<file path="src/hdl/dma_chan_pkg.sv">
// Shared types, register map and field layout of one DMA channel register block
// Offsets are relative to the channel base and decoded on the low 10 address bits
// Bits outside the listed fields read as zero and are ignored on write
package dma_chan_pkg;

  // ~~~~~~~~~~~~~~~~~~~~~~~~~~~~~~~~~~~~~~~~
  // Widths
  // ~~~~~~~~~~~~~~~~~~~~~~~~~~~~~~~~~~~~~~~~
  localparam int DEC_ADDR_W = 10;
  localparam int IRQ_W      = 5;
  localparam int BTL_W      = 12;
  localparam int GLEN_LO_W  = 4;
  localparam int GLEN_HI_W  = 2;
  localparam int INT_MODE_W = 3;
  localparam int PROT_W     = 4;
  localparam int TRIG_W     = 2;

  typedef logic [31:0]                    reg_word_t;
  typedef logic [DEC_ADDR_W-1:0]          dec_addr_t;
  typedef logic [BTL_W-1:0]               block_tl_t;
  typedef logic [GLEN_HI_W+GLEN_LO_W-1:0] group_len_t;
  typedef logic [1:0]                     width_code_t;
  typedef logic [1:0]                     addr_inc_t;
  typedef logic [IRQ_W-1:0]               irq_vec_t;  // Pend, trg cmp, half, done, err

  typedef enum logic [1:0] {
    IDLE   = 2'b00,
    BUSY   = 2'b01,
    NONSEQ = 2'b10,
    SEQ    = 2'b11
  } htrans_e;

  // ~~~~~~~~~~~~~~~~~~~~~~~~~~~~~~~~~~~~~~~~
  // Register offsets
  // ~~~~~~~~~~~~~~~~~~~~~~~~~~~~~~~~~~~~~~~~
  localparam dec_addr_t OFS_SARN       = 10'h000;
  localparam dec_addr_t OFS_DARN       = 10'h004;
  localparam dec_addr_t OFS_CTRL_A     = 10'h008;
  localparam dec_addr_t OFS_CTRL_B     = 10'h00C;
  localparam dec_addr_t OFS_INT_MASK   = 10'h010;
  localparam dec_addr_t OFS_INT_STATUS = 10'h014;
  localparam dec_addr_t OFS_INT_CLEAR  = 10'h018;
  localparam dec_addr_t OFS_SOFT_REQ   = 10'h01C;
  localparam dec_addr_t OFS_EN         = 10'h020;
  localparam dec_addr_t OFS_GRP_EXT    = 10'h024;

  // ~~~~~~~~~~~~~~~~~~~~~~~~~~~~~~~~~~~~~~~~
  // Field positions
  // ~~~~~~~~~~~~~~~~~~~~~~~~~~~~~~~~~~~~~~~~
  localparam int CA_DGRP_BIT   = 31;
  localparam int CA_SGRP_BIT   = 29;
  localparam int CA_GRPM_BIT   = 28;
  localparam int CA_INTM_LSB   = 24;
  localparam int CA_BTL_LSB    = 12;
  localparam int CA_GLEN_LSB   = 8;
  localparam int CA_SINC_LSB   = 6;
  localparam int CA_DINC_LSB   = 4;
  localparam int CA_SWID_LSB   = 2;
  localparam int CA_DWID_LSB   = 0;
  localparam int CB_PROT_LSB   = 15;
  localparam int CB_ENDIAN_BIT = 14;
  localparam int CB_SDL_BIT    = 13;
  localparam int CB_TRIG_LSB   = 1;
  localparam int CB_IE_BIT     = 0;
  localparam int GX_GLEN_LSB   = 0;  // Lands on group_len[5:4]
  localparam int EN_BIT        = 0;
  localparam int SREQ_BIT      = 0;
  localparam int IRQ_PEND_BIT  = 4;

  // ~~~~~~~~~~~~~~~~~~~~~~~~~~~~~~~~~~~~~~~~
  // Structs
  // ~~~~~~~~~~~~~~~~~~~~~~~~~~~~~~~~~~~~~~~~
  typedef struct packed {
    logic      sel;
    htrans_e   trans;
    reg_word_t addr;
    logic      write;
  } ahb_req_t;

  typedef struct packed {
    logic sarn;
    logic darn;
    logic ctrl_a;
    logic ctrl_b;
    logic int_mask;
    logic int_status;
    logic int_clear;
    logic soft_req;
    logic en;
    logic grp_ext;
  } reg_sel_t;

  typedef struct packed {
    reg_word_t             sarn;
    reg_word_t             darn;
    logic                  dst_grp_addr;
    logic                  src_grp_addr;
    logic                  grp_mode;
    logic [INT_MODE_W-1:0] int_mode;
    block_tl_t             block_len;
    group_len_t            group_len;
    addr_inc_t             src_inc;
    addr_inc_t             dst_inc;
    width_code_t           src_width;
    width_code_t           dst_width;
    logic [PROT_W-1:0]     prot;
    logic                  endian;
    logic                  src_dlogic;
    logic [TRIG_W-1:0]     trig_mode;
  } chan_cfg_t;

endpackage
</file>
<file path="src/hdl/dma_chan_regs.sv">
// Register block of one DMA channel on a zero-wait AHB-style slave port
// BASE_ADDR is compared against the low 10 address bits only
// The transfer engine drives evt and en_clr and consumes cfg and the strobes
module dma_chan_regs #(
  parameter dma_chan_pkg::dec_addr_t BASE_ADDR = 10'h030
) (
  input  logic                    hclk,
  input  logic                    hrst_n,
  input  dma_chan_pkg::ahb_req_t  s_req,
  input  dma_chan_pkg::reg_word_t s_wdata,
  output dma_chan_pkg::reg_word_t s_rdata,
  input  dma_chan_pkg::irq_vec_t  evt,
  input  logic                    en_clr,
  output dma_chan_pkg::chan_cfg_t cfg,
  output logic                    chan_en,
  output logic                    soft_trig,
  output logic                    irq,
  output logic                    pend
);

  dma_chan_pkg::reg_sel_t  wr_sel;
  dma_chan_pkg::reg_sel_t  rd_sel;
  dma_chan_pkg::reg_word_t wdata;
  dma_chan_pkg::reg_word_t cfg_rdata;
  dma_chan_pkg::reg_word_t irq_rdata;
  logic                    int_en;

  chan_bus_slave #(
    .BASE_ADDR (BASE_ADDR)
  ) bus_slave_i (
    .hclk      (hclk),
    .hrst_n    (hrst_n),
    .s_req     (s_req),
    .s_wdata   (s_wdata),
    .cfg_rdata (cfg_rdata),
    .irq_rdata (irq_rdata),
    .wr_sel    (wr_sel),
    .rd_sel    (rd_sel),
    .wdata     (wdata),
    .s_rdata   (s_rdata)
  );

  chan_cfg_regs cfg_regs_i (
    .hclk      (hclk),
    .hrst_n    (hrst_n),
    .wr_sel    (wr_sel),
    .rd_sel    (rd_sel),
    .wdata     (wdata),
    .en_clr    (en_clr),
    .cfg       (cfg),
    .int_en    (int_en),
    .chan_en   (chan_en),
    .soft_trig (soft_trig),
    .cfg_rdata (cfg_rdata)
  );

  chan_irq_ctrl irq_ctrl_i (
    .hclk      (hclk),
    .hrst_n    (hrst_n),
    .wr_sel    (wr_sel),
    .rd_sel    (rd_sel),
    .wdata     (wdata),
    .evt       (evt),
    .int_en    (int_en),
    .irq       (irq),
    .pend      (pend),
    .irq_rdata (irq_rdata)
  );

endmodule

</file>
<file path="src/hdl/chan_irq_ctrl.sv">
// Channel interrupt mask, sticky status and write-one-to-clear logic
// An engine event in the same cycle as a clear pulse keeps the flag set
// The channel interrupt needs int_en from control B as well as a mask bit
module chan_irq_ctrl (
  input  logic                    hclk,
  input  logic                    hrst_n,
  input  dma_chan_pkg::reg_sel_t  wr_sel,
  input  dma_chan_pkg::reg_sel_t  rd_sel,
  input  dma_chan_pkg::reg_word_t wdata,
  input  dma_chan_pkg::irq_vec_t  evt,
  input  logic                    int_en,
  output logic                    irq,
  output logic                    pend,
  output dma_chan_pkg::reg_word_t irq_rdata
);

  dma_chan_pkg::irq_vec_t mask_q;
  dma_chan_pkg::irq_vec_t status_q;
  dma_chan_pkg::irq_vec_t clr_q;

  // ~~~~~~~~~~~~~~~~~~~~~~~~~~~~~~~~~~~~~~~~
  // Mask and clear pulses
  // ~~~~~~~~~~~~~~~~~~~~~~~~~~~~~~~~~~~~~~~~
  always_ff @(posedge hclk or negedge hrst_n) begin
    if (!hrst_n) begin
      mask_q <= '0;
      clr_q  <= '0;
    end else begin
      if (wr_sel.int_mask) begin
        mask_q <= wdata[dma_chan_pkg::IRQ_W-1:0];
      end
      // Clear bits live for one cycle only
      clr_q <= wr_sel.int_clear ? wdata[dma_chan_pkg::IRQ_W-1:0] : '0;
    end
  end

  // ~~~~~~~~~~~~~~~~~~~~~~~~~~~~~~~~~~~~~~~~
  // Sticky status
  // ~~~~~~~~~~~~~~~~~~~~~~~~~~~~~~~~~~~~~~~~
  always_ff @(posedge hclk or negedge hrst_n) begin
    if (!hrst_n) begin
      status_q <= '0;
    end else begin
      status_q <= evt | (status_q & ~clr_q);  // Set wins over clear
    end
  end

  assign irq  = int_en & (|(status_q & mask_q));
  assign pend = status_q[dma_chan_pkg::IRQ_PEND_BIT];

  always_comb begin
    irq_rdata = '0;
    if (rd_sel.int_mask) begin
      irq_rdata[dma_chan_pkg::IRQ_W-1:0] = mask_q;
    end
    if (rd_sel.int_status) begin
      irq_rdata[dma_chan_pkg::IRQ_W-1:0] = status_q;  // Pending shows at bit 4
    end
  end

endmodule

</file>
<file path="src/hdl/chan_cfg_regs.sv">
// Channel configuration, enable bit and software trigger
// Address and control writes are dropped while the channel is enabled
// A software enable write beats a same-cycle clear from the transfer engine
module chan_cfg_regs (
  input  logic                    hclk,
  input  logic                    hrst_n,
  input  dma_chan_pkg::reg_sel_t  wr_sel,
  input  dma_chan_pkg::reg_sel_t  rd_sel,
  input  dma_chan_pkg::reg_word_t wdata,
  input  logic                    en_clr,
  output dma_chan_pkg::chan_cfg_t cfg,
  output logic                    int_en,
  output logic                    chan_en,
  output logic                    soft_trig,
  output dma_chan_pkg::reg_word_t cfg_rdata
);

  dma_chan_pkg::reg_word_t ctrl_a_word;
  dma_chan_pkg::reg_word_t ctrl_b_word;
  dma_chan_pkg::reg_word_t ext_word;
  dma_chan_pkg::reg_word_t en_word;

  // ~~~~~~~~~~~~~~~~~~~~~~~~~~~~~~~~~~~~~~~~
  // Configuration registers
  // ~~~~~~~~~~~~~~~~~~~~~~~~~~~~~~~~~~~~~~~~
  always_ff @(posedge hclk or negedge hrst_n) begin
    if (!hrst_n) begin
      cfg    <= '0;
      int_en <= 1'b0;
    end else if (!chan_en) begin  // Locked while the engine owns the channel
      if (wr_sel.sarn) begin
        cfg.sarn <= wdata;
      end
      if (wr_sel.darn) begin
        cfg.darn <= wdata;
      end
      if (wr_sel.ctrl_a) begin
        cfg.dst_grp_addr <= wdata[dma_chan_pkg::CA_DGRP_BIT];
        cfg.src_grp_addr <= wdata[dma_chan_pkg::CA_SGRP_BIT];
        cfg.grp_mode     <= wdata[dma_chan_pkg::CA_GRPM_BIT];
        cfg.int_mode     <= wdata[dma_chan_pkg::CA_INTM_LSB +: dma_chan_pkg::INT_MODE_W];
        cfg.block_len    <= wdata[dma_chan_pkg::CA_BTL_LSB +: dma_chan_pkg::BTL_W];
        cfg.group_len[dma_chan_pkg::GLEN_LO_W-1:0] <=
          wdata[dma_chan_pkg::CA_GLEN_LSB +: dma_chan_pkg::GLEN_LO_W];
        cfg.src_inc      <= wdata[dma_chan_pkg::CA_SINC_LSB +: 2];
        cfg.dst_inc      <= wdata[dma_chan_pkg::CA_DINC_LSB +: 2];
        cfg.src_width    <= wdata[dma_chan_pkg::CA_SWID_LSB +: 2];
        cfg.dst_width    <= wdata[dma_chan_pkg::CA_DWID_LSB +: 2];
      end
      if (wr_sel.ctrl_b) begin
        cfg.prot       <= wdata[dma_chan_pkg::CB_PROT_LSB +: dma_chan_pkg::PROT_W];
        cfg.endian     <= wdata[dma_chan_pkg::CB_ENDIAN_BIT];
        cfg.src_dlogic <= wdata[dma_chan_pkg::CB_SDL_BIT];
        cfg.trig_mode  <= wdata[dma_chan_pkg::CB_TRIG_LSB +: dma_chan_pkg::TRIG_W];
        int_en         <= wdata[dma_chan_pkg::CB_IE_BIT];
      end
      if (wr_sel.grp_ext) begin
        cfg.group_len[dma_chan_pkg::GLEN_LO_W +: dma_chan_pkg::GLEN_HI_W] <=
          wdata[dma_chan_pkg::GX_GLEN_LSB +: dma_chan_pkg::GLEN_HI_W];
      end
    end
  end

  // ~~~~~~~~~~~~~~~~~~~~~~~~~~~~~~~~~~~~~~~~
  // Enable and software trigger
  // ~~~~~~~~~~~~~~~~~~~~~~~~~~~~~~~~~~~~~~~~
  always_ff @(posedge hclk or negedge hrst_n) begin
    if (!hrst_n) begin
      chan_en   <= 1'b0;
      soft_trig <= 1'b0;
    end else begin
      if (wr_sel.en) begin
        chan_en <= wdata[dma_chan_pkg::EN_BIT];
      end else if (en_clr) begin
        chan_en <= 1'b0;  // Engine finished or aborted
      end
      soft_trig <= wr_sel.soft_req & wdata[dma_chan_pkg::SREQ_BIT];  // Single-cycle pulse
    end
  end

  // ~~~~~~~~~~~~~~~~~~~~~~~~~~~~~~~~~~~~~~~~
  // Read back
  // ~~~~~~~~~~~~~~~~~~~~~~~~~~~~~~~~~~~~~~~~
  always_comb begin
    ctrl_a_word = '0;
    ctrl_a_word[dma_chan_pkg::CA_DGRP_BIT] = cfg.dst_grp_addr;
    ctrl_a_word[dma_chan_pkg::CA_SGRP_BIT] = cfg.src_grp_addr;
    ctrl_a_word[dma_chan_pkg::CA_GRPM_BIT] = cfg.grp_mode;
    ctrl_a_word[dma_chan_pkg::CA_INTM_LSB +: dma_chan_pkg::INT_MODE_W] = cfg.int_mode;
    ctrl_a_word[dma_chan_pkg::CA_BTL_LSB +: dma_chan_pkg::BTL_W] = cfg.block_len;
    ctrl_a_word[dma_chan_pkg::CA_GLEN_LSB +: dma_chan_pkg::GLEN_LO_W] =
      cfg.group_len[dma_chan_pkg::GLEN_LO_W-1:0];
    ctrl_a_word[dma_chan_pkg::CA_SINC_LSB +: 2] = cfg.src_inc;
    ctrl_a_word[dma_chan_pkg::CA_DINC_LSB +: 2] = cfg.dst_inc;
    ctrl_a_word[dma_chan_pkg::CA_SWID_LSB +: 2] = cfg.src_width;
    ctrl_a_word[dma_chan_pkg::CA_DWID_LSB +: 2] = cfg.dst_width;

    ctrl_b_word = '0;
    ctrl_b_word[dma_chan_pkg::CB_PROT_LSB +: dma_chan_pkg::PROT_W] = cfg.prot;
    ctrl_b_word[dma_chan_pkg::CB_ENDIAN_BIT] = cfg.endian;
    ctrl_b_word[dma_chan_pkg::CB_SDL_BIT] = cfg.src_dlogic;
    ctrl_b_word[dma_chan_pkg::CB_TRIG_LSB +: dma_chan_pkg::TRIG_W] = cfg.trig_mode;
    ctrl_b_word[dma_chan_pkg::CB_IE_BIT] = int_en;

    ext_word = '0;
    ext_word[dma_chan_pkg::GX_GLEN_LSB +: dma_chan_pkg::GLEN_HI_W] =
      cfg.group_len[dma_chan_pkg::GLEN_LO_W +: dma_chan_pkg::GLEN_HI_W];

    en_word = '0;
    en_word[dma_chan_pkg::EN_BIT] = chan_en;
  end

  // Read strobes are one-hot, so the order here does not matter
  always_comb begin
    cfg_rdata = '0;
    if (rd_sel.sarn) cfg_rdata = cfg.sarn;
    if (rd_sel.darn) cfg_rdata = cfg.darn;
    if (rd_sel.ctrl_a) cfg_rdata = ctrl_a_word;
    if (rd_sel.ctrl_b) cfg_rdata = ctrl_b_word;
    if (rd_sel.grp_ext) cfg_rdata = ext_word;
    if (rd_sel.en) cfg_rdata = en_word;
  end

endmodule

</file>
<file path="src/hdl/chan_bus_slave.sv">
// Zero-wait AHB-style slave front end with no ready and no error response
// Only the low DEC_ADDR_W address bits are decoded, so the map aliases above them
// Strobes are registered at the address-phase edge and used in the data phase
module chan_bus_slave #(
  parameter dma_chan_pkg::dec_addr_t BASE_ADDR = 10'h030
) (
  input  logic                   hclk,
  input  logic                   hrst_n,
  input  dma_chan_pkg::ahb_req_t  s_req,
  input  dma_chan_pkg::reg_word_t s_wdata,
  input  dma_chan_pkg::reg_word_t cfg_rdata,
  input  dma_chan_pkg::reg_word_t irq_rdata,
  output dma_chan_pkg::reg_sel_t  wr_sel,
  output dma_chan_pkg::reg_sel_t  rd_sel,
  output dma_chan_pkg::reg_word_t wdata,
  output dma_chan_pkg::reg_word_t s_rdata
);

  logic                    live;
  dma_chan_pkg::dec_addr_t dec;
  dma_chan_pkg::reg_sel_t  hit;
  dma_chan_pkg::reg_sel_t  wr_nxt;
  dma_chan_pkg::reg_sel_t  rd_nxt;

  function automatic logic at_ofs(input dma_chan_pkg::dec_addr_t a,
                                  input dma_chan_pkg::dec_addr_t ofs);
    return a == BASE_ADDR + ofs;
  endfunction

  // ~~~~~~~~~~~~~~~~~~~~~~~~~~~~~~~~~~~~~~~~
  // Address phase decode
  // ~~~~~~~~~~~~~~~~~~~~~~~~~~~~~~~~~~~~~~~~
  assign live = s_req.sel && (s_req.trans == dma_chan_pkg::NONSEQ ||
                              s_req.trans == dma_chan_pkg::SEQ);
  assign dec  = s_req.addr[dma_chan_pkg::DEC_ADDR_W-1:0];

  always_comb begin
    hit.sarn       = at_ofs(dec, dma_chan_pkg::OFS_SARN);
    hit.darn       = at_ofs(dec, dma_chan_pkg::OFS_DARN);
    hit.ctrl_a     = at_ofs(dec, dma_chan_pkg::OFS_CTRL_A);
    hit.ctrl_b     = at_ofs(dec, dma_chan_pkg::OFS_CTRL_B);
    hit.int_mask   = at_ofs(dec, dma_chan_pkg::OFS_INT_MASK);
    hit.int_status = at_ofs(dec, dma_chan_pkg::OFS_INT_STATUS);
    hit.int_clear  = at_ofs(dec, dma_chan_pkg::OFS_INT_CLEAR);
    hit.soft_req   = at_ofs(dec, dma_chan_pkg::OFS_SOFT_REQ);
    hit.en         = at_ofs(dec, dma_chan_pkg::OFS_EN);
    hit.grp_ext    = at_ofs(dec, dma_chan_pkg::OFS_GRP_EXT);
  end

  always_comb begin
    wr_nxt = (live && s_req.write) ? hit : '0;
    wr_nxt.int_status = 1'b0;  // Status is read only
    rd_nxt = (live && !s_req.write) ? hit : '0;
    rd_nxt.int_clear = 1'b0;  // Clear and soft request are write only
    rd_nxt.soft_req  = 1'b0;
  end

  // ~~~~~~~~~~~~~~~~~~~~~~~~~~~~~~~~~~~~~~~~
  // Data phase strobes
  // ~~~~~~~~~~~~~~~~~~~~~~~~~~~~~~~~~~~~~~~~
  always_ff @(posedge hclk or negedge hrst_n) begin
    if (!hrst_n) begin
      wr_sel <= '0;
      rd_sel <= '0;
    end else begin
      wr_sel <= wr_nxt;
      rd_sel <= rd_nxt;
    end
  end

  // Master holds write data for the whole data phase
  assign wdata = s_wdata;

  // Each block returns zero unless one of its own read strobes is set
  assign s_rdata = cfg_rdata | irq_rdata;

endmodule

</file>
<file path="config.mk">
export PLATFORM = sky130hd
export DESIGN_NAME = dma_chan_regs
export DESIGN_NICKNAME = d
export VERILOG_FILES = /design/src/hdl/dma_chan_pkg.sv /design/src/hdl/dma_chan_regs.sv /design/src/hdl/chan_irq_ctrl.sv /design/src/hdl/chan_cfg_regs.sv /design/src/hdl/chan_bus_slave.sv
export SDC_FILE = /design/constraint.sdc
export NUM_CORES = 1
export LEC_CHECK = 0
export ABC_AREA = 1
export BUFFER_PORTS_ARGS = -buffer_cell sky130_fd_sc_hd__buf_2
export CORE_MARGIN = 5
export CORE_UTILIZATION = 40
export CTS_BUF_LIST = sky130_fd_sc_hd__clkbuf_16
export DETAILED_ROUTE_END_ITERATION = 10
export GPL_TIMING_DRIVEN = 0
export PLACE_DENSITY_LB_ADDON = 0.3
export SLEW_MARGIN = 40
export SYNTH_ARGS = -nofsm -noshare
export SYNTH_HDL_FRONTEND = slang
export SYNTH_SLANG_ARGS = --single-unit
export TNS_END_PERCENT = 30
</file>
<file path="constraint.sdc">
create_clock -name hclk -period 1.55 [get_ports hclk]
set_input_delay 0.155 -clock hclk [delete_from_list [all_inputs] [get_ports hclk]]
set_output_delay 0.155 -clock hclk [all_outputs]
set_load 0.01 [all_outputs]
</file>
==> results of run 1 <==
==> synthesized netlist by cell type (all sizes together) <==
| library cell | n |
|---|---|
| nand3 | 16 |
| buf | 23 |
| o21bai | 5 |
| nand4 | 5 |
| o21ai | 137 |
| o22ai | 3 |
| nor2 | 22 |
| a21o | 7 |
| clkbuf | 14 |
| a31oi | 1 |
| dfrtp | 139 |
| o211ai | 2 |
| nor4 | 1 |
| a22oi | 10 |
| nand2 | 174 |
| o31ai | 1 |
| inv | 64 |
| a21oi | 49 |
| nor3 | 9 |
==> path summary, 6_finish.rpt <==
kind                                       start                      to  cells after the start
min                                   s_wdata[2]     irq_ctrl_i.clr_q[2]                      3
min in group asynchronous                 hrst_n      cfg_regs_i.cfg[45]                      2
max reg2reg                   cfg_regs_i.chan_en      cfg_regs_i.cfg[81]                      4
max                        bus_slave_i.rd_sel[6]             s_rdata[13]                      7
max in group asynchronous                 hrst_n      cfg_regs_i.cfg[30]                      4
min reg2reg                  irq_ctrl_i.clr_q[1]  irq_ctrl_i.status_q[1]                      1
==> timing repair <==
item,in CTS,in global routing
setup buffers,4,4
gates resized for setup,28,29
pin swaps,2,2
endpoints found under the setup margin,33,86
hold buffers,11,0
cloned,2,0
hold endpoints to repair,91,0
==> final cells by class <==
cell class	instances	area (µm²)	share of cell area (%)
tap	188	235.2	2.871
sequential	139	3481	42.49
buffer	37	276.5	3.375
clock inverter	10	42.54	0.5192
inverter	64	245.2	2.993
timing repair buffer	215	1260	15.38
clock buffer	17	425.4	5.192
multi-input combinational	442	2225	27.15
antenna	1	2.502	0.03054
==> metrics by stage <==
stage               setup TNS (ps)  utilization, %  setup WS (ps)  power, mW
floorplan                        0               -          292.9      3.811
detailed placement          -653.8           48.75         -60.02      4.030
finish                       -9599           54.30         -347.8      7.300
global route                -12910           54.30         -452.2      7.563
CTS                         -10480           53.60         -372.2      7.361
global placement           -228680           48.32          -1652      4.007
==> registers in the layout, summed over array words and instances, names as in the netlist <==
register,cells
cfg_regs_i.cfg,104
bus_slave_i.wr_sel,9
bus_slave_i.rd_sel,8
irq_ctrl_i.clr_q,5
irq_ctrl_i.mask_q,5
irq_ctrl_i.status_q,5
cfg_regs_i.chan_en,1
cfg_regs_i.int_en,1
cfg_regs_i.soft_trig,1
==> cell families after synthesis <==
logic type / Yosys count / share of synthesized area [%]
compound gates: 215 / 19.91
buf+inv: 101 / 7.555
flops: 139 / 57.07
simple gates: 227 / 15.46
==> layer usage <==
| metal | routed length, µm | track usage, % | vias up |
|---|---|---|---|
| met3 | 1613 | 6.193 | 26 |
| met2 | 9814 | 37.42 | 241 |
| li1 | - | - | 2727 |
| met4 | 361 | 7.600 | 0 |
| met1 | 8751 | 30.79 | 2797 |
| met5 | 0 | 0 | - |
==> power breakdown <==
part	switching, mW	internal [mW]
Clock	1.37	1.94
Combinational	0.192	0.120
Sequential	0.0194	3.65
Total	1.58	5.72
==> tightest hold or removal path: cells and delay by family <==
kind                   cells  cell delay (ps)
buffers and inverters      2              170
AND/OR/NAND/NOR            1               70
==> reports/metrics.yaml, run 1 <==
synth:
  synth_top_area_share_pct: 57.07
  syn_area_um2: 6095
  synth_seq_cells: 139
  synth_area_leaders: "dfrtp_1 (57%), nand2_1 (11%), o21ai_0 (10%)"
  syn-num-nets: 758
  ys_seq_area_share_pct: 57.07
  yosysUniqueCellTypes: 31
  ys_warn_count: 0
  syn_area_per_cell_um2: 8.936
  synth_cells: 682
  yosysTopAreaCell: "dfrtp_1"
grt:
  grt_antenna_before_repair: 1
  grt_pass1_wl_mm: 31.71
  grt_overflow: 0
  grt_max_degree: 60
  grt_pass1_vias: 5555
  globalRouteTotalUtil_pct: 23.26
worst_setup_path:
  crit_family: "flip-flops"
  rrSetupSlack_ps: 70
  crit_chain: "nor3_4, buf_4, buf_6, o21ai_0, a21o_1, nand2_1, buf_2"
  crit_path_max_incr_delay_ps: 400
  path_max_fanout: 5
  cp.arrival_ps: 1740
  startpoint_type: "register"
  worstSetupPathType: "register to primary output"
  required_ps: 1390
  end_kind: "primary output"
  critical-path-slowest-cell: "dfrtp_1"
  crit_buf_inv: 3
final_layout:
  nNetsFinal: 992
  final_common_cell: "buf_2"
  area_delta_synth_final_pct: 34.43
  postLayoutCellArea_um2: 8193
  final_cells: 1113
  drive_above_1_share_pct: 32.25
  final_cell_mix: "buf_2 (198), nand2_1 (168), dfrtp_1 (137), o21ai_0 (124), inv_1 (64)"
  fill_cells: 1464
timing:
  fmax_mhz: 526.9
  drv_slew: 0
  rsz0062_at_grt: "true"
  finalHoldViolCount: 0
  finalSetupViolCount: 32
  skew_ps: 6.851
  fin_crit_sh_pct: 122.4
  fin_ws_ps: -347.8
  max_slew.worst_pin.slew_ps: 589.5
  fin_hold_ws_ps: 15.56
  max_slew_margin_pct: 60.70
  fin_crit_ps: 1898
placement:
  io_buffers: 192
  place_area_um2: 7356
  routabilityCongestion: 0.8427
  hpwl_mm: 14.67
  dp.cells: 1064
cts:
  cts_buffer_depth: 2
  clkLatencyLatePin_ps: 410
  path_clk_slew_ps: 50
  cts_made_buffers: 17
  cts_tree: "built"
  cts_sinks: 139
  h-tree-depth: 4
  cts_root_buf: "clkbuf_16"
floorplan:
  die_h_um: 133.4
  row_count: 45
  die_area_um2: 17800
  fp.dieW_um: 133.4
  start_util_pct: 40.39
  ios: 216
  coreArea_um2: 15090
routing:
  dr.pass1.iters: 7
  ant_nets: 0
  viasPerCell: 5.203
  vias: 5791
  drt_iter0_drc: 347
  drc: 0
  wirelength_mm: 20.54
  wl_per_cell_um: 18.45
power:
  p_per_area_nw_per_um2: 891.0
  irDropWorstVdd_v: 0.0006718
  p_leak_nw: 4.212
min_path:
  min_path_type: "input port to register"
outcome:
  failed_checks: "setup timing"
  outcome: "finished, violations left"
flow_run:
  cap_violations: 0
Note: power is estimated with default switching activity, not from simulation.
==> run 2: changes to the inputs <==
--- a/config.mk
+++ b/config.mk
@@ -6,7 +6,7 @@
 export NUM_CORES = 1
 export LEC_CHECK = 0
 export ABC_AREA = 1
-export BUFFER_PORTS_ARGS = -buffer_cell sky130_fd_sc_hd__buf_2
+export BUFFER_PORTS_ARGS = -buffer_cell sky130_fd_sc_hd__buf_4
 export CORE_MARGIN = 5
 export CORE_UTILIZATION = 40
 export CTS_BUF_LIST = sky130_fd_sc_hd__clkbuf_16
@@ -16,5 +16,6 @@
 export SLEW_MARGIN = 40
 export SYNTH_ARGS = -nofsm -noshare
 export SYNTH_HDL_FRONTEND = slang
+export SYNTH_HIERARCHICAL = 1
 export SYNTH_SLANG_ARGS = --single-unit
 export TNS_END_PERCENT = 30
==> run 2 against run 1 <==
  * The run still ends with setup timing left
  * Cell count increased by 13%
  * Clock-buffer cell count is the same
  * Routed wire length up 4.0%
  * Largest power group is now the clock network
  * Largest cell class unchanged
==> reports/metrics.yaml, run 2 <==
routing:
  wl_per_cell_um: 17.03
  wirelength_mm: 21.36
  drc: 0
  viasPerCell: 4.875
  drt_iter0_drc: 375
  vias: 6113
  dr.pass1.iters: 5
  ant_nets: 0
timing:
  finalSetupViolCount: 32
  fmax_mhz: 507.3
  max_slew_margin_pct: 64.59
  skew_ps: 4.397
  fin_ws_ps: -421.1
  max_slew.worst_pin.slew_ps: 531.2
  drv_slew: 0
  fin_crit_sh_pct: 127.2
  finalHoldViolCount: 0
  finalSetupTns_ps: -11990
  fin_crit_ps: 1971
  rsz0062_at_grt: "true"
worst_setup_path:
  path_max_fanout: 10
  required_ps: 1390
  cp.arrival_ps: 1820
  worstSetupPathType: "register to primary output"
  end_kind: "primary output"
  startpoint_type: "register"
final_layout:
  drive_above_1_share_pct: 39.46
  reg_top3: "cfg_regs_i/cfg x104, bus_slave_i/wr_sel x9, bus_slave_i/rd_sel x8"
  largest_reg_flops: 104
  area_delta_synth_final_pct: 41.64
  largest-register: "cfg_regs_i/cfg"
  diodes: 0
  final_common_cell: "buf_4"
  nNetsFinal: 1097
  final_core_util_pct: 57.97
  final_cell_mix: "buf_4 (219), nand2_1 (177), dfrtp_1 (137), o21ai_0 (109), inv_1 (57)"
outcome:
  outcome: "finished, violations left"
  failed_checks: "setup timing"
synth:
  synth_cells: 788
  syn_area_per_cell_um2: 8.674
  ys_warn_count: 6
  syn_area_um2: 6835
floorplan:
  start_util_pct: 40.93
  die_area_um2: 19800
  coreArea_um2: 16700
  row_count: 47
  fp.dieW_um: 140.7
  die_h_um: 140.7
  ios: 216
cts:
  h-tree-depth: 4
  cts_tree: "built"
  cts_buffer_depth: 2
  clkLatencyLatePin_ps: 410
  path_clk_slew_ps: 60
  cts_root_buf: "clkbuf_16"
  cts_sinks: 139
  cts_made_buffers: 17
flow_run:
  cap_violations: 0
placement:
  io_buffers: 160
  routabilityCongestion: 0.8222
  hpwl_mm: 15.44
  preCtsSetupSlack_ps: -219.3
grt:
  grt_antenna_before_repair: 0
  grt_max_degree: 52
  grt_pass1_vias: 6071
  globalRouteTotalUtil_pct: 21.44
  grt_pass1_wl_mm: 32.98
  grt_overflow: 0
power:
  p_per_area_nw_per_um2: 885.0
  p_leak_nw: 4.973
  irDropWorstVdd_v: 0.0007657
min_path:
  min_path_type: "input port to register"
[run 2: routing by layer]
layer | share of wire (%) | up-vias | track usage (%)
li1 | - | 2930 | -
met1 | 40 | 2895 | 26.23
met2 | 49 | 251 | 36.77
met3 | 8.0 | 37 | 5.249
met4 | 2.7 | 0 | 7.955
met5 | 0 | - | 0
[run 2: critical path, stage by stage (launching register included)]
cell and delay (ps):
dfrtp_1 390, buf_8 160, nor2_4 220, buf_8 180, nand2_1 70, a21oi_2 140, or2_2 120, buf_4 120
[run 2: layout make-up]
class / instances / area, µm²
fillers: 1509 / 7019
repair buffers: 187 / 1559
inverters: 68 / 269.0
well taps: 220 / 275.3
clock buffers: 17 / 425.4
multi-input cells: 512 / 2683
repair inverters: 1 / 7.507
clock inverters: 15 / 205.2
plain buffers: 95 / 777.0
flip-flops and latches: 139 / 3481
[run 2: power by group]
group,total [mW],leakage [nW],internal [mW],switching [mW]
registers,3.67,1.34,3.65,0.0199
logic,0.571,3.33,0.298,0.273
clock network,4.32,0.300,2.82,1.50
total,8.57,4.97,6.77,1.80
[run 2: repair_timing]
action,CTS,global route
setup endpoints to repair,32,97
setup buffers,7,3
gates resized for setup,78,28
hold endpoints to repair,65,0
pin swaps,14,4
hold buffers,13,0
cloned,2,1
[run 2: worst paths after layout]
| kind | from | endpoint | slack [ps] | depth (start not counted) |
|---|---|---|---|---|
| hold / removal | s_wdata[22] | cfg_regs_i/cfg[32] | 30 | 3 |
| hold reg to reg | irq_ctrl_i/clr_q[0] | irq_ctrl_i/status_q[0] | 420 | 1 |
| min in group asynchronous | hrst_n | irq_ctrl_i/clr_q[4] | 230 | 2 |
| setup reg to reg | cfg_regs_i/chan_en | cfg_regs_i/cfg[91] | 80 | 4 |
| setup / recovery | bus_slave_i/rd_sel[8] | s_rdata[4] | -420 | 7 |
| max in group asynchronous | hrst_n | bus_slave_i/rd_sel[6] | 740 | 3 |
[run 2: per-stage QoR]
step	hold slack, ps	instance area [µm²]	total power [mW]	instances
4_1_cts	18.83	9568	8.623	1250
2_1_floorplan	-140.6	6933	3.992	814
5_1_grt	31.12	9682	8.863	1254
3_3_place_gp	343.8	8409	4.243	1194
6_report	32.21	9682	8.568	1254
3_5_place_dp	86.06	8472	4.267	1196
==> run 3: changes to the inputs <==
==> constraint.sdc (replaced) <==
create_clock -name hclk -period 1.9 [get_ports hclk]
set_input_delay 0.19 -clock hclk [delete_from_list [all_inputs] [get_ports hclk]]
set_output_delay 0.19 -clock hclk [all_outputs]
set_load 0.01 [all_outputs]
==> run 3 against run 2 <==
  * Critical path type unchanged
  * Register-to-register slack improved by 270 ps
  * Sequential power decreased by 18%
  * Via count increased by 0.29%
  * Critical endpoint unchanged
  * The run still ends with setup timing left
  * Routed wire length increased by 0.15%
  * Clock-buffer cell count unchanged
  * Global-route usage about the same
  * Combinational power decreased by 19%
==> reports/metrics.yaml, run 3 (synthesized netlist as in run 2, its figures left out) <==
min_path:
  min_path_type: "input port to register"
routing:
  wl_met2_mm: 10.59
  wl_per_cell_um: 17.07
  dr.pass1.iters: 5
  drt_iter0_drc: 385
  drc: 0
  met1_length_mm: 8.593
  wl_met3_mm: 1.683
  top_layer: "met4"
  viasPerCell: 4.893
  wirelength_mm: 21.39
  ant_nets: 0
  vias: 6131
worst_setup_path:
  required_ps: 1710
  critical-path-slowest-cell: "dfrtp_1"
  end_kind: "primary output"
  crit_family: "simple AND/OR/NAND/NOR gates"
  crit_path_max_incr_delay_ps: 410
  worstSetupPathType: "register to primary output"
  cp.arrival_ps: 1810
  crit_buf_inv: 3
  startpoint_type: "register"
  crit_chain: "nor2_4, inv_4, nor2_8, buf_8, o21ai_1, a21oi_2, or2_2, buf_4"
  rrSetupSlack_ps: 350
  path_max_fanout: 5
power:
  power.total_mw: 6.991
  irDropWorstVdd_v: 0.0006280
  p_per_area_nw_per_um2: 725.1
  p_leak_nw: 4.950
outcome:
  failed_checks: "setup timing"
  outcome: "finished, violations left"
grt:
  grt_overflow: 0
  grt_max_degree: 52
  grt_antenna_before_repair: 0
  grt_pass1_wl_mm: 33.00
  grt_pass1_vias: 6076
  globalRouteTotalUtil_pct: 21.45
cts:
  cts_buffer_depth: 2
  h-tree-depth: 4
  cts_tree: "built"
  path_clk_slew_ps: 60
  cts_sinks: 139
  cts_root_buf: "clkbuf_16"
  clkLatencyLatePin_ps: 410
  cts_made_buffers: 17
timing:
  rsz0062_at_grt: "true"
  fin_ws_ps: -102.4
  max_slew.worst_pin.slew_ps: 583.1
  fmax_mhz: 499.4
  drv_slew: 0
  fin_crit_ps: 2002
  finalSetupViolCount: 32
  finalSetupTns_ps: -1749
  max_slew_margin_pct: 61.13
  skew_ps: 4.392
  fin_crit_sh_pct: 105.4
  finalHoldViolCount: 0
final_layout:
  fill_cells: 1513
  drive_above_1_share_pct: 38.82
  nNetsFinal: 1096
  area_delta_synth_final_pct: 41.06
  largest-register: "cfg_regs_i/cfg"
  final_cell_mix: "buf_4 (219), nand2_1 (177), dfrtp_1 (137), o21ai_0 (109), inv_1 (57)"
  postLayoutCellArea_um2: 9642
  diodes: 0
  reg_top3: "cfg_regs_i/cfg x104, bus_slave_i/wr_sel x9, bus_slave_i/rd_sel x8"
  final_cells: 1253
  final_common_cell: "buf_4"
  largest_reg_flops: 104
placement:
  preCtsSetupSlack_ps: 95.66
  dp.cells: 1196
  hpwl_mm: 15.44
  routabilityCongestion: 0.8222
  io_buffers: 160
  place_area_um2: 8472
floorplan:
  die_h_um: 140.7
  ios: 216
  row_count: 47
  fp.dieW_um: 140.7
  die_area_um2: 19800
  coreArea_um2: 16700
  start_util_pct: 40.93
flow_run:
  cap_violations: 0
==> run 3: final timing paths <==
kind | startpoint | endpoint | cells after the start
min in group asynchronous | hrst_n | irq_ctrl_i/clr_q[4] | 2
max in group asynchronous | hrst_n | cfg_regs_i/cfg[60] | 3
max | bus_slave_i/rd_sel[0] | s_rdata[4] | 8
min | s_wdata[22] | cfg_regs_i/cfg[32] | 3
max reg2reg | cfg_regs_i/chan_en | cfg_regs_i/cfg[81] | 4
min reg2reg | irq_ctrl_i/clr_q[0] | irq_ctrl_i/status_q[0] | 1
==> run 3: worst min-delay path, cell delays in order <==
cell     delay [ps]
buf_4            70
inv_1            40
o21ai_0         140
==> run 3: metal layers <==
layer | GRT usage [%] | up-vias
met1 | 26.25 | 2915
met3 | 5.249 | 34
met2 | 36.77 | 249
met5 | 0 | -
li1 | - | 2933
met4 | 7.955 | 0
==> run 3: timing repair <==
action,CTS,global route
setup endpoints to repair,32,32
resized for setup,78,13
pin swaps,14,0
hold buffers,12,0
gates cloned,2,1
setup buffers,7,3
hold endpoints to repair,58,0
==> run 3: area by class of cell <==
| class | count | area (µm²) | area share, % |
|---|---|---|---|
| inverter | 68 | 269.0 | 2.790 |
| sequential | 139 | 3481 | 36.10 |
| tap | 220 | 275.3 | 2.855 |
| clock inverter | 15 | 205.2 | 2.128 |
| timing repair inverter | 1 | 7.507 | 0.07786 |
| timing repair buffer | 186 | 1549 | 16.07 |
| clock buffer | 17 | 425.4 | 4.412 |
| buffer | 95 | 764.5 | 7.929 |
| multi-input combinational | 512 | 2665 | 27.64 |
==> run 3: through the flow <==
stage          hold WS, ps  util (%)
2_1_floorplan       -105.6         -
3_3_place_gp         378.8     50.35
3_5_place_dp         121.1     50.73
4_1_cts              53.83     57.23
5_1_grt              66.12     57.73
6_report             64.91     57.73
==> run 3: report_power, final <==
group	total, mW	internal (mW)	switching (mW)	leakage [nW]
Clock	3.53	2.30	1.23	0.300
Sequential	3.00	2.98	0.0162	1.34
Combinational	0.464	0.242	0.222	3.31
